File: src/verilog/sha256_pad_defines.svh
// sizes and constants of the SHA-256 single-block padder
`ifndef SHA256_PAD_DEFINES_SVH
`define SHA256_PAD_DEFINES_SVH

// ------------------------------
// block geometry
// ------------------------------
`define SHA_BLOCK_BITS      512     // one SHA-256 message block
`define SHA_BYTE_BITS       8

// longest message that still leaves room for marker and length
`define SHA_MAX_MSG_BYTES   55

// ------------------------------
// padding fields
// ------------------------------
`define SHA_PAD_MARKER      8'h80   // single 1 bit followed by zeros
`define SHA_LEN_FIELD_BYTES 8       // 64-bit big-endian bit count

// message SRAM read latency in cycles
`define SHA_MEM_LATENCY     1

`endif

File: src/verilog/sha256_pad_pkg.sv
// shared types of the padder: width typedefs, control states, SRAM request and byte write
`include "sha256_pad_defines.svh"

package sha256_pad_pkg;

	// ------------------------------
	// widths
	// ------------------------------

	// message length in bytes, 0 .. SHA_MAX_MSG_BYTES
	typedef logic [$clog2(`SHA_MAX_MSG_BYTES + 1) - 1:0] msg_len_t;

	typedef logic [$clog2(`SHA_BLOCK_BITS / `SHA_BYTE_BITS) - 1:0] mem_addr_t;  // SRAM byte address
	typedef logic [`SHA_BYTE_BITS - 1:0] msg_byte_t;

	// byte slot in the block, 0 is the most significant byte
	typedef logic [$clog2(`SHA_BLOCK_BITS / `SHA_BYTE_BITS) - 1:0] byte_idx_t;

	typedef logic [`SHA_BLOCK_BITS - 1:0] pad_block_t;

	// ------------------------------
	// control FSM
	// ------------------------------
	typedef enum logic [2:0] {
		st_idle,    // waiting for the first go
		st_load,    // length captured, block cleared, fetch kicked off
		st_fetch,   // first cycle of the fetch
		st_drain,   // reads and writes in flight
		st_finish,  // marker and length go in
		st_ready    // block held for the consumer
	} pad_state_t;

	// ------------------------------
	// records
	// ------------------------------
	typedef struct packed {
		logic      en;
		mem_addr_t addr;
	} mem_req_t;  // SRAM read request

	typedef struct packed {
		logic      valid;
		byte_idx_t idx;
		msg_byte_t data;
	} byte_wr_t;  // one byte into the block register

endpackage

File: src/verilog/pad_ctrl.sv
// control FSM of the padder: go/ready handshake, run length capture and run sequencing
`timescale 1ns/1ps
`include "sha256_pad_defines.svh"

module pad_ctrl (
	input  logic                     clock,
	input  logic                     regin_reset,
	input  logic                     go,
	input  sha256_pad_pkg::msg_len_t msg_len,
	input  logic                     fetch_done,
	output logic                     start_fetch,
	output logic                     clear,
	output logic                     finalize,
	output sha256_pad_pkg::msg_len_t run_len,
	output logic                     pad_rdy
);
	import sha256_pad_pkg::*;

	pad_state_t state;
	pad_state_t state_nxt;
	logic       go_accept;  // go seen while not busy

	assign go_accept = go && ((state == st_idle) || (state == st_ready));

	// ------------------------------
	// state register
	// ------------------------------
	always_ff @(posedge clock) begin
		if (regin_reset) begin
			state <= st_idle;
		end else begin
			state <= state_nxt;
		end
	end

	always_comb begin
		state_nxt = state;
		case (state)
			st_idle, st_ready: begin
				if (go_accept) begin
					state_nxt = st_load;
				end
			end
			st_load: begin
				state_nxt = st_fetch;
			end
			st_fetch: begin
				// zero length finishes right here
				state_nxt = fetch_done ? st_finish : st_drain;
			end
			st_drain: begin
				if (fetch_done) begin
					state_nxt = st_finish;
				end
			end
			st_finish: begin
				state_nxt = st_ready;
			end
			default: begin
				state_nxt = st_idle;
			end
		endcase
	end

	// length stays put for the whole run and while ready
	always_ff @(posedge clock) begin
		if (go_accept) begin
			run_len <= msg_len;
		end
	end

	// ------------------------------
	// decoded strobes
	// ------------------------------
	assign start_fetch = (state == st_load);
	assign clear       = (state == st_load);     // same cycle as the fetch kick
	assign finalize    = (state == st_finish);
	assign pad_rdy     = (state == st_ready);

	// a run never starts with a message too long for one block
	assert property (@(posedge clock) disable iff (regin_reset)
		go_accept |=> (run_len <= `SHA_MAX_MSG_BYTES))
		else $error("pad_ctrl: message length %0d does not fit one block", run_len);

	// finalize only after the fetch reported done, and ready follows it
	assert property (@(posedge clock) disable iff (regin_reset)
		finalize |-> $past(fetch_done) ##1 pad_rdy)
		else $error("pad_ctrl: finalize out of sequence");

endmodule

File: src/verilog/msg_fetch.sv
// message fetch: SRAM address counter and latency pipeline that turns read data into byte writes
`timescale 1ns/1ps
`include "sha256_pad_defines.svh"

module msg_fetch (
	input  logic                      clock,
	input  logic                      regin_reset,
	input  logic                      start_fetch,
	input  sha256_pad_pkg::msg_len_t  run_len,
	input  sha256_pad_pkg::msg_byte_t mem_data,
	output sha256_pad_pkg::mem_req_t  mem_req,
	output sha256_pad_pkg::byte_wr_t  byte_wr,
	output logic                      fetch_done
);
	import sha256_pad_pkg::*;

	localparam int LAT = `SHA_MEM_LATENCY;

	msg_len_t     last_addr;           // address of the final message byte
	logic         req_last;            // request of the final byte is on the bus
	msg_byte_t    data_q;              // registered SRAM data
	logic [LAT:0] vld_pipe;
	logic [LAT:0] last_pipe;
	byte_idx_t    idx_pipe [LAT + 1];

	assign last_addr = run_len - 1'b1;
	assign req_last  = mem_req.en && (mem_req.addr == last_addr);

	// ------------------------------
	// address counter
	// ------------------------------
	always_ff @(posedge clock) begin
		if (regin_reset) begin
			mem_req <= '0;
		end else if (start_fetch) begin
			mem_req.en   <= (run_len != '0);  // nothing to read for an empty message
			mem_req.addr <= '0;
		end else if (req_last) begin
			mem_req.en <= 1'b0;
		end else if (mem_req.en) begin
			mem_req.addr <= mem_req.addr + 1'b1;
		end
	end

	// ------------------------------
	// latency pipeline
	// ------------------------------
	// stage 0 lines up with mem_data, stage LAT with data_q
	always_ff @(posedge clock) begin
		if (regin_reset) begin
			vld_pipe <= '0;
		end else begin
			vld_pipe[0] <= mem_req.en;
			for (int i = 1; i <= LAT; i++) begin
				vld_pipe[i] <= vld_pipe[i - 1];
			end
		end
	end

	always_ff @(posedge clock) begin
		data_q       <= mem_data;
		idx_pipe[0]  <= byte_idx_t'(mem_req.addr);
		last_pipe[0] <= req_last;
		for (int i = 1; i <= LAT; i++) begin
			idx_pipe[i]  <= idx_pipe[i - 1];
			last_pipe[i] <= last_pipe[i - 1];
		end
	end

	assign byte_wr = '{valid: vld_pipe[LAT], idx: idx_pipe[LAT], data: data_q};

	// done once the final byte has gone out, or straight away for length 0
	always_ff @(posedge clock) begin
		if (regin_reset) begin
			fetch_done <= 1'b0;
		end else begin
			fetch_done <= (start_fetch && (run_len == '0)) ||
				(vld_pipe[LAT] && last_pipe[LAT]);
		end
	end

	assert property (@(posedge clock) disable iff (regin_reset)
		mem_req.en |-> (mem_req.addr < run_len))
		else $error("msg_fetch: address %0d past length %0d", mem_req.addr, run_len);

endmodule

File: src/verilog/pad_block_reg.sv
// padded block register: byte writes, clear per run, marker and length insertion
`timescale 1ns/1ps
`include "sha256_pad_defines.svh"

module pad_block_reg (
	input  logic                       clock,
	input  logic                       regin_reset,
	input  logic                       clear,
	input  sha256_pad_pkg::byte_wr_t   byte_wr,
	input  logic                       finalize,
	input  sha256_pad_pkg::msg_len_t   run_len,
	output sha256_pad_pkg::pad_block_t block
);
	import sha256_pad_pkg::*;

	localparam int BYTE_BITS   = `SHA_BYTE_BITS;
	localparam int BLOCK_BYTES = `SHA_BLOCK_BITS / `SHA_BYTE_BITS;
	localparam int LEN_BITS    = `SHA_LEN_FIELD_BYTES * `SHA_BYTE_BITS;

	logic [LEN_BITS - 1:0] bit_len;  // message length in bits

	// lsb position of a byte slot, slot 0 sits at the top of the block
	function automatic int byte_lsb(input byte_idx_t idx);
		int slot;
		slot = BLOCK_BYTES - 1 - int'(idx);
		return slot * BYTE_BITS;
	endfunction

	assign bit_len = LEN_BITS'(run_len) * LEN_BITS'(BYTE_BITS);

	// ------------------------------
	// block register
	// ------------------------------
	always_ff @(posedge clock) begin
		if (regin_reset || clear) begin
			block <= '0;  // zero fill doubles as the padding bytes
		end else begin
			if (byte_wr.valid) begin
				block[byte_lsb(byte_wr.idx) +: BYTE_BITS] <= byte_wr.data;
			end
			if (finalize) begin
				// marker right after the last message byte
				block[byte_lsb(byte_idx_t'(run_len)) +: BYTE_BITS] <= `SHA_PAD_MARKER;
				block[LEN_BITS - 1:0] <= bit_len;  // big-endian in the low bytes
			end
		end
	end

	// ------------------------------
	// checks
	// ------------------------------
	// message bytes must stay clear of marker room and length field
	assert property (@(posedge clock) disable iff (regin_reset)
		byte_wr.valid |-> (byte_wr.idx < `SHA_MAX_MSG_BYTES))
		else $error("pad_block_reg: byte write at index %0d", byte_wr.idx);

	// the fetch has drained before marker and length go in
	assert property (@(posedge clock) disable iff (regin_reset)
		finalize |-> !byte_wr.valid && !$past(byte_wr.valid))
		else $error("pad_block_reg: byte write overlaps finalize");

endmodule

File: src/verilog/sha256_padder.sv
// SHA-256 single-block padder top: control FSM, message fetch and block register
`timescale 1ns/1ps

module sha256_padder (
	input  logic                       clock,
	input  logic                       regin_reset,
	input  logic                       go,
	input  sha256_pad_pkg::msg_len_t   msg_len,
	input  sha256_pad_pkg::msg_byte_t  mem_data,
	output sha256_pad_pkg::mem_req_t   mem_req,
	output sha256_pad_pkg::pad_block_t block,
	output logic                       pad_rdy
);
	import sha256_pad_pkg::*;

	// ------------------------------
	// internal wiring
	// ------------------------------
	logic     start_fetch;  // one cycle, in load
	logic     clear;        // one cycle, in load
	logic     finalize;     // one cycle, in finish
	logic     fetch_done;
	msg_len_t run_len;      // length held for the run
	byte_wr_t byte_wr;

	// go/ready handshake and run sequencing
	pad_ctrl u_pad_ctrl (
		.clock       (clock),
		.regin_reset (regin_reset),
		.go          (go),
		.msg_len     (msg_len),
		.fetch_done  (fetch_done),
		.start_fetch (start_fetch),
		.clear       (clear),
		.finalize    (finalize),
		.run_len     (run_len),
		.pad_rdy     (pad_rdy)
	);

	// SRAM reads and their byte writes
	msg_fetch u_msg_fetch (
		.clock       (clock),
		.regin_reset (regin_reset),
		.start_fetch (start_fetch),
		.run_len     (run_len),
		.mem_data    (mem_data),
		.mem_req     (mem_req),
		.byte_wr     (byte_wr),
		.fetch_done  (fetch_done)
	);

	// block storage, held while pad_rdy is high
	pad_block_reg u_pad_block_reg (
		.clock       (clock),
		.regin_reset (regin_reset),
		.clear       (clear),
		.byte_wr     (byte_wr),
		.finalize    (finalize),
		.run_len     (run_len),
		.block       (block)
	);

endmodule

File: config.mk
export PLATFORM = sky130hd
export DESIGN_NAME = sha256_padder
export DESIGN_NICKNAME = d
export VERILOG_FILES = /design/src/verilog/sha256_pad_pkg.sv /design/src/verilog/pad_ctrl.sv /design/src/verilog/msg_fetch.sv /design/src/verilog/pad_block_reg.sv /design/src/verilog/sha256_padder.sv
export VERILOG_INCLUDE_DIRS = /design/src /design/src/verilog
export SDC_FILE = /design/constraint.sdc
export NUM_CORES = 1
export LEC_CHECK = 0
export CAP_MARGIN = 25
export CORE_MARGIN = 5
export CORE_UTILIZATION = 50
export CTS_CLUSTER_DIAMETER = 150
export DETAILED_ROUTE_END_ITERATION = 6
export DONT_BUFFER_PORTS = 1
export GPL_TIMING_DRIVEN = 0
export SYNTH_ARGS = -nofsm -noshare
export SYNTH_HDL_FRONTEND = slang
export SYNTH_SLANG_ARGS = --single-unit
File: constraint.sdc
create_clock -name clock -period 4.8 [get_ports clock]
set_clock_uncertainty 0.1 [all_clocks]
set_input_delay 0.96 -clock clock [delete_from_list [all_inputs] [get_ports clock]]
set_output_delay 0.96 -clock clock [all_outputs]
set_load 0.03 [all_outputs]
==> flow_summary.rst, run 1 <==
.. list-table::
   :header-rows: 1

   * - Metric
     - Value
   * - Result of the run
     - finished clean
   * - Synth warnings
     - 0
   * - Max-cap check violation count
     - 0
   * - Overall overflow remaining after global route
     - 0
   * - Cell Area, Synth
     - 21500 um^2
   * - Global-route usage over all layers
     - 36.6%
   * - Post-Synthesis Net Count
     - 2673
   * - Std-Cell Rows
     - 76
   * - Endpoints failing setup
     - 0
   * - Global-route wire length before repair
     - 130 mm
   * - CTS HTree Levels
     - 2
   * - Post-CTS Setup Inserts
     - 0
   * - Worst slew pin tran
     - 1.31 ns
   * - CTS tree
     - done
   * - Required arrival time at the worst endpoint
     - 5.22 ns
   * - Class of the worst hold path
     - register to register
   * - Vias
     - 20353
   * - Total power consumption of the routed design
     - 9.51 mW
   * - Max stage delay cell, worst path
     - nand3_1
   * - Number of global-route vias before repair
     - 18710
   * - Final Hold Fails
     - 0
   * - Parity-gate share of the synthesized area counting xor and xnor cells
     - 0.971%
   * - Number of CTS-inserted buffers
     - 56
   * - Crit-path cells
     - and3_1 -> and3_1 -> ha_1 -> nand2b_1 -> a21oi_1 -> clkbuf_1 -> nand3_1 -> nor2_1 -> nand2_1 -> a31oi_1
   * - Slowest stage delay, CP
     - 0.86 ns
   * - Instance count of the mapped netlist
     - 2650
   * - Routability Congestion
     - 0.981
   * - Mapped Avg Cell Area
     - 8.12 um^2
   * - Worst setup path class
     - register to register
   * - Worst VDD drop
     - 0.000274 V
   * - Share of synthesized area spent on multiplexers
     - 6.05%
   * - Crit path max fanout
     - 10
   * - Final critical-path required period
     - 4.67 ns
   * - Post-CTS clock slew at the launch and capture registers of the worst setup and hold paths
     - 0.06 ns
   * - Wire length reported by the detailed router
     - 92.0 mm
   * - Dominant register cell in the synthesized netlist
     - dfxtp_1
   * - Setup slack of the most critical reg-to-reg path
     - 0.13 ns
   * - Compound-cell area share of the yosys netlist
     - 12.8%
   * - Buffers added on ports
     - 0
   * - Effective utilization at floorplan
     - 50.3%
   * - Category of the worst setup path capture point
     - register
   * - Kind of start point of the critical path
     - register
   * - DR pass1 iterations
     - 6
   * - Fraction of synthesis flops using an asynchronous set or reset pin
     - 0%
   * - Top achievable clock speed
     - 214 MHz
   * - Max-slew violation total from the final report
     - 0
   * - Vertical die dimension
     - 218 um
   * - Number of antenna violations at the first check in global routing
     - 7
   * - Leading cell types by total area after synthesis
     - dfxtp_1, nand2_1, a21oi_1
   * - Core outline area
     - 42800 um^2
   * - Number of enable flip-flop cells after synthesis
     - 6
   * - Violation count after the first detailed-route iteration
     - 2237
   * - Skew-Pair Late Insertion Delay
     - 0.61 ns
   * - Setup repair after global routing missed its margin
     - false
   * - Most common cell after layout, fill and taps aside
     - dfxtp_1
   * - Arrival @ worst endpoint
     - 5.09 ns
   * - Total leakage power
     - 8.58 nW
   * - Basic-gate share of the synthesized area counting and, or, nand and nor cells
     - 25.6%
   * - Power density normalized to cell area
     - 395 nW/um^2
   * - Via density
     - 6.15
   * - Top library cells by usage in the layout, fill and taps aside
     - dfxtp_1, nand2_1, nor2_1
   * - Number of gates resized after CTS
     - 0
   * - Number of placed I/O pins
     - 537
   * - Layout area overhead
     - 11.9%
   * - Clock root buffer
     - clkbuf_16
   * - Worst-case headroom to the max-slew limit
     - 12.3%
   * - Sum of negative setup slack
     - 0 ns
   * - Maximum number of pins on one net before global-route repair
     - 14
   * - Average wire per cell in the routed design
     - 27.8 um
   * - Part of the cycle the worst path needs
     - 97.3%
   * - Die area
     - 47300 um^2
   * - Half-perimeter wire length after placement
     - 69.1 mm
   * - Combinational family with the most area after synthesis
     - simple AND/OR/NAND/NOR gates
   * - Count of nets after finishing
     - 2740
   * - Remaining number of nets flagged by the antenna check after routing
     - 0
   * - CP most frequent cell
     - and3_1
   * - Adder-Cell Fraction of Synth Area
     - 0.349%
   * - Netlist cell types
     - 67
   * - Number of storage elements in the synthesis netlist
     - 553
   * - Fraction of layout cells with a size suffix above 1
     - 5.00%
   * - Sequential cell area fraction in the yosys report
     - 51.7%
   * - Die span in x
     - 218 um
   * - Area share of the largest cell type after synthesis
     - 50.9%
   * - CTS sink count
     - 553
   * - Bufs on Longest Clock Path
     - 3
   * - CTS hold repair buffers
     - 0
   * - Residual DRC count
     - 0
   * - Top cell type by total area after synthesis
     - dfxtp_1
## where the power goes
group,internal [mW],total (mW),switching [mW],leakage (nW)
logic,0.0800,0.568,0.488,3.25
registers,4.61,4.64,0.0277,4.46
clock network,2.49,4.30,1.82,0.871
total,7.18,9.51,2.33,8.58
## cell type report
type / instances / area (um^2)
Clock buffer: 86 / 1640
Fill cell: 4077 / 18700
Inverter: 12 / 45.0
Sequential cell: 553 / 11100
Multi-Input combinational cell: 1962 / 9870
Clock inverter: 13 / 145
Timing Repair Buffer: 9 / 77.6
Buffer: 123 / 484
Tap cell: 546 / 683
Antenna cell: 4 / 10.0
## metrics by stage
step / area [um^2] / util (%) / std cells / setup slack (ns) / hold slack [ns]
2_1_floorplan: 21500 / - / 2650 / 1.67 / 0.210
3_3_place_gp: 22200 / 51.9 / 3196 / 0.324 / 0.211
3_5_place_dp: 22300 / 52.1 / 3203 / 0.424 / 0.222
4_1_cts: 24100 / 56.2 / 3302 / 0.380 / 0.236
5_1_grt: 24100 / 56.3 / 3308 / 0.0341 / 0.245
6_report: 24100 / 56.3 / 3308 / 0.131 / 0.235
## synth_stat cells (all sizes together), types with 9 or more instances
cell	number
a211oi	9
a21oi	370
a31oi	14
and2	9
and3	15
buf	23
clkbuf	100
dfxtp	547
inv	12
mux2i	129
nand2	514
nand2b	9
nand3	153
nand4	9
nor2	457
nor3	82
o21ai	39
o22ai	15
or2	10
or3	15
xnor2	18
## metal layers
metal	vias to the layer above	GRT usage, %	part of all wire, %
met4	6	16.2	5.1
li1	9173	-	-
met1	9685	44.4	37
met2	1219	58.3	45
met3	270	14.0	13
met5	-	0	0.050
## kinds of logic after synthesis
kind of cell             after synthesis
flip-flops                           553
multiplexers                         130
buffers and inverters                135
AO/OA/AOI/OAI                        499
AND/OR/NAND/NOR                     1304
XOR/XNOR                              23
adder cells (fa/ha/maj)                6
## worst max-delay path: cells and delay by family (launching register included)
| kind | cells | cell delay, ns |
|---|---|---|
| AOI/OAI and AO/OA | 2 | 0.68 |
| DFF | 1 | 0.47 |
| and+or+nand+nor | 6 | 2.34 |
| adders and majority gates | 1 | 0.29 |
| buffers and inverters | 1 | 0.66 |
## worst paths after layout
kind                                                    startpoint                                     to  cells past startpoint
worst max-delay path            u_msg_fetch.idx_pipe[0][7]$_DFF_P_  u_pad_block_reg.block[439]$_SDFF_PP0_                     10
worst max register to register  u_msg_fetch.idx_pipe[0][7]$_DFF_P_  u_pad_block_reg.block[439]$_SDFF_PP0_                     10
worst min register to register  u_msg_fetch.idx_pipe[0][1]$_DFF_P_     u_msg_fetch.idx_pipe[0][7]$_DFF_P_                      0
worst min-delay path            u_msg_fetch.idx_pipe[0][1]$_DFF_P_     u_msg_fetch.idx_pipe[0][7]$_DFF_P_                      0
Power figures use the tool's default switching activity.
==> run 2, diff against run 1 <==
--- a/config.mk
+++ b/config.mk
@@ -6,7 +6,7 @@
 export SDC_FILE = /design/constraint.sdc
 export NUM_CORES = 1
 export LEC_CHECK = 0
-export CAP_MARGIN = 25
+export CAP_MARGIN = 20
 export CORE_MARGIN = 5
 export CORE_UTILIZATION = 50
 export CTS_CLUSTER_DIAMETER = 150
==> constraint.sdc (replaced) <==
create_clock -name clock -period 4.8 [get_ports clock]
set_clock_uncertainty 0.1 [all_clocks]
set_input_delay 1.2 -clock clock [delete_from_list [all_inputs] [get_ports clock]]
set_output_delay 1.2 -clock clock [all_outputs]
set_load 0.03 [all_outputs]
==> run 2 against run 1 <==
Effect of this change: fmax up 0.48%; count of clock-buffer cells in the layout up 3; first-iteration DRC count up 7.3%; via count about the same; sequential power about the same; wire length up 0.41%; sequential share of layout area up 0.084 points; cell count about the same; sequential cell count unchanged; hold slack worse by 0.0090 ns; combinational power about the same; register-to-register slack better by 0.02 ns; largest cell class unchanged.
==> flow_summary.rst, run 2 (synthesis gave the netlist of run 1 again) <==
.. list-table::
   :header-rows: 1

   * - Metric
     - Value
   * - Setup repair after global routing missed its margin
     - false
   * - Category of the worst setup path capture point
     - register
   * - Die span in x
     - 218 um
   * - Crit path max fanout
     - 10
   * - CTS tree
     - done
   * - Skew-Pair Late Insertion Delay
     - 0.61 ns
   * - Worst-case headroom to the max-slew limit
     - 15.6%
   * - Layout area overhead
     - 11.7%
   * - Class of the worst hold path
     - register to register
   * - Wire length reported by the detailed router
     - 92.3 mm
   * - Die area
     - 47300 um^2
   * - Residual DRC count
     - 0
   * - Top library cells by usage in the layout, fill and taps aside
     - dfxtp_1, nand2_1, nor2_1
   * - Vias
     - 20370
   * - Number of antenna violations at the first check in global routing
     - 9
   * - Total power consumption of the routed design
     - 9.44 mW
   * - Post-CTS clock slew at the launch and capture registers of the worst setup and hold paths
     - 0.07 ns
   * - Final critical-path required period
     - 4.65 ns
   * - CTS hold repair buffers
     - 0
   * - Placed cells
     - 3200
   * - Number of placed I/O pins
     - 537
   * - Count of nets after finishing
     - 2736
   * - Final Hold Fails
     - 0
   * - Max-cap check violation count
     - 0
   * - Met1 usage in global routing
     - 44.6%
   * - Endpoints failing setup
     - 0
   * - Required arrival time at the worst endpoint
     - 5.16 ns
   * - Met3 global-route usage
     - 13.1%
   * - CTS sink count
     - 553
   * - Total leakage power
     - 8.55 nW
   * - Slowest stage delay, CP
     - 1.05 ns
   * - Buffers added on ports
     - 0
   * - Number of standard cells in the final layout excluding fillers
     - 3310
   * - Half-perimeter wire length after placement
     - 69.0 mm
   * - Number of gates resized after CTS
     - 0
   * - Most common cell after layout, fill and taps aside
     - dfxtp_1
   * - Bufs on Longest Clock Path
     - 3
   * - Average wire per cell in the routed design
     - 27.9 um
   * - Kind of start point of the critical path
     - register
   * - Worst setup path class
     - register to register
   * - Max-slew violation total from the final report
     - 0
   * - Violation count after the first detailed-route iteration
     - 2400
   * - Vertical die dimension
     - 218 um
   * - Number of global-route vias before repair
     - 18706
   * - Max stage delay cell, worst path
     - nor4b_1
   * - Minimum hold slack
     - 0.226 ns
   * - Result of the run
     - finished clean
   * - Worst VDD drop
     - 0.000272 V
   * - Core utilization of the finished layout
     - 56.2%
   * - Via density
     - 6.15
   * - Worst slew pin tran
     - 1.25 ns
   * - Top achievable clock speed
     - 215 MHz
   * - Worst Setup Slack, final
     - 0.153 ns
   * - Most Used Layer, Global Route
     - met2
   * - Core outline area
     - 42800 um^2
   * - Placed Instance Area
     - 22300 um^2
   * - Crit-path cells
     - clkbuf_1 -> and3_1 -> and3_1 -> ha_1 -> nor4b_1 -> or4b_2 -> clkbuf_1 -> o21ai_1 -> a21oi_1
   * - Maximum number of pins on one net before global-route repair
     - 14
   * - Arrival @ worst endpoint
     - 5.01 ns
   * - Global-route usage over all layers
     - 36.7%
   * - Overall overflow remaining after global route
     - 0
   * - DR pass1 iterations
     - 6
   * - Worst setup slack before clock tree synthesis
     - 0.406 ns
   * - Effective utilization at floorplan
     - 50.3%
   * - Global-route wire length before repair
     - 129 mm
   * - Met2 capacity usage during global routing
     - 58.6%
   * - Part of the cycle the worst path needs
     - 96.8%
   * - Clock root buffer
     - clkbuf_16
   * - Routability Congestion
     - 0.981
   * - Post-CTS Setup Inserts
     - 0
   * - Std-Cell Rows
     - 76
   * - Power density normalized to cell area
     - 393 nW/um^2
   * - Post-route design area
     - 24000 um^2
   * - Number of CTS-inserted buffers
     - 56
   * - Remaining number of nets flagged by the antenna check after routing
     - 0
   * - CTS HTree Levels
     - 2
   * - Fraction of layout cells with a size suffix above 1
     - 4.86%
   * - Sum of negative setup slack
     - 0 ns
==> run 2: layout make-up <==
cell class / instances / area (um^2)
inverter: 12 / 45.0
multi-input combinational: 1962 / 9870
buffer: 123 / 484
clock buffer: 89 / 1670
fill: 4078 / 18700
tap: 546 / 683
antenna: 8 / 20.0
clock inverter: 12 / 87.6
sequential: 553 / 11100
timing repair buffer: 5 / 48.8
==> run 2: worst max-delay path, delay by kind of cell (launching register included) <==
| family | cells | cell delay, ns |
|---|---|---|
| AOI/OAI and AO/OA | 2 | 0.71 |
| buffers and inverters | 2 | 0.70 |
| adders and majority gates | 1 | 0.33 |
| DFF | 1 | 0.48 |
| and+or+nand+nor | 4 | 2.16 |
==> run 2: layer usage <==
layer  vias to the layer above  part of all wire, %
met5                         -                0.044
met4                         6                  5.5
met3                       277                   13
met2                      1267                   45
met1                      9651                   37
li1                       9169                    -
==> run 2: power breakdown <==
| part | internal [mW] | total (mW) | switching, mW |
|---|---|---|---|
| sequential | 4.61 | 4.64 | 0.0281 |
| combinational | 0.0781 | 0.569 | 0.491 |
| clock | 2.42 | 4.23 | 1.81 |
| total | 7.11 | 9.44 | 2.33 |
==> run 2: path summary, 6_finish.rpt <==
| check | startpoint | end | slack (ns) | cells past startpoint |
|---|---|---|---|---|
| setup / recovery | u_pad_ctrl.run_len[3]$_DFFE_PP_ | u_pad_block_reg.block[453]$_SDFF_PP0_ | 0.15 | 9 |
| hold / removal | u_msg_fetch.idx_pipe[0][0]$_DFF_P_ | u_msg_fetch.idx_pipe[0][6]$_DFF_P_ | 0.23 | 0 |
| setup reg to reg | u_pad_ctrl.run_len[3]$_DFFE_PP_ | u_pad_block_reg.block[453]$_SDFF_PP0_ | 0.15 | 9 |
| hold reg to reg | u_msg_fetch.idx_pipe[0][0]$_DFF_P_ | u_msg_fetch.idx_pipe[0][6]$_DFF_P_ | 0.23 | 0 |
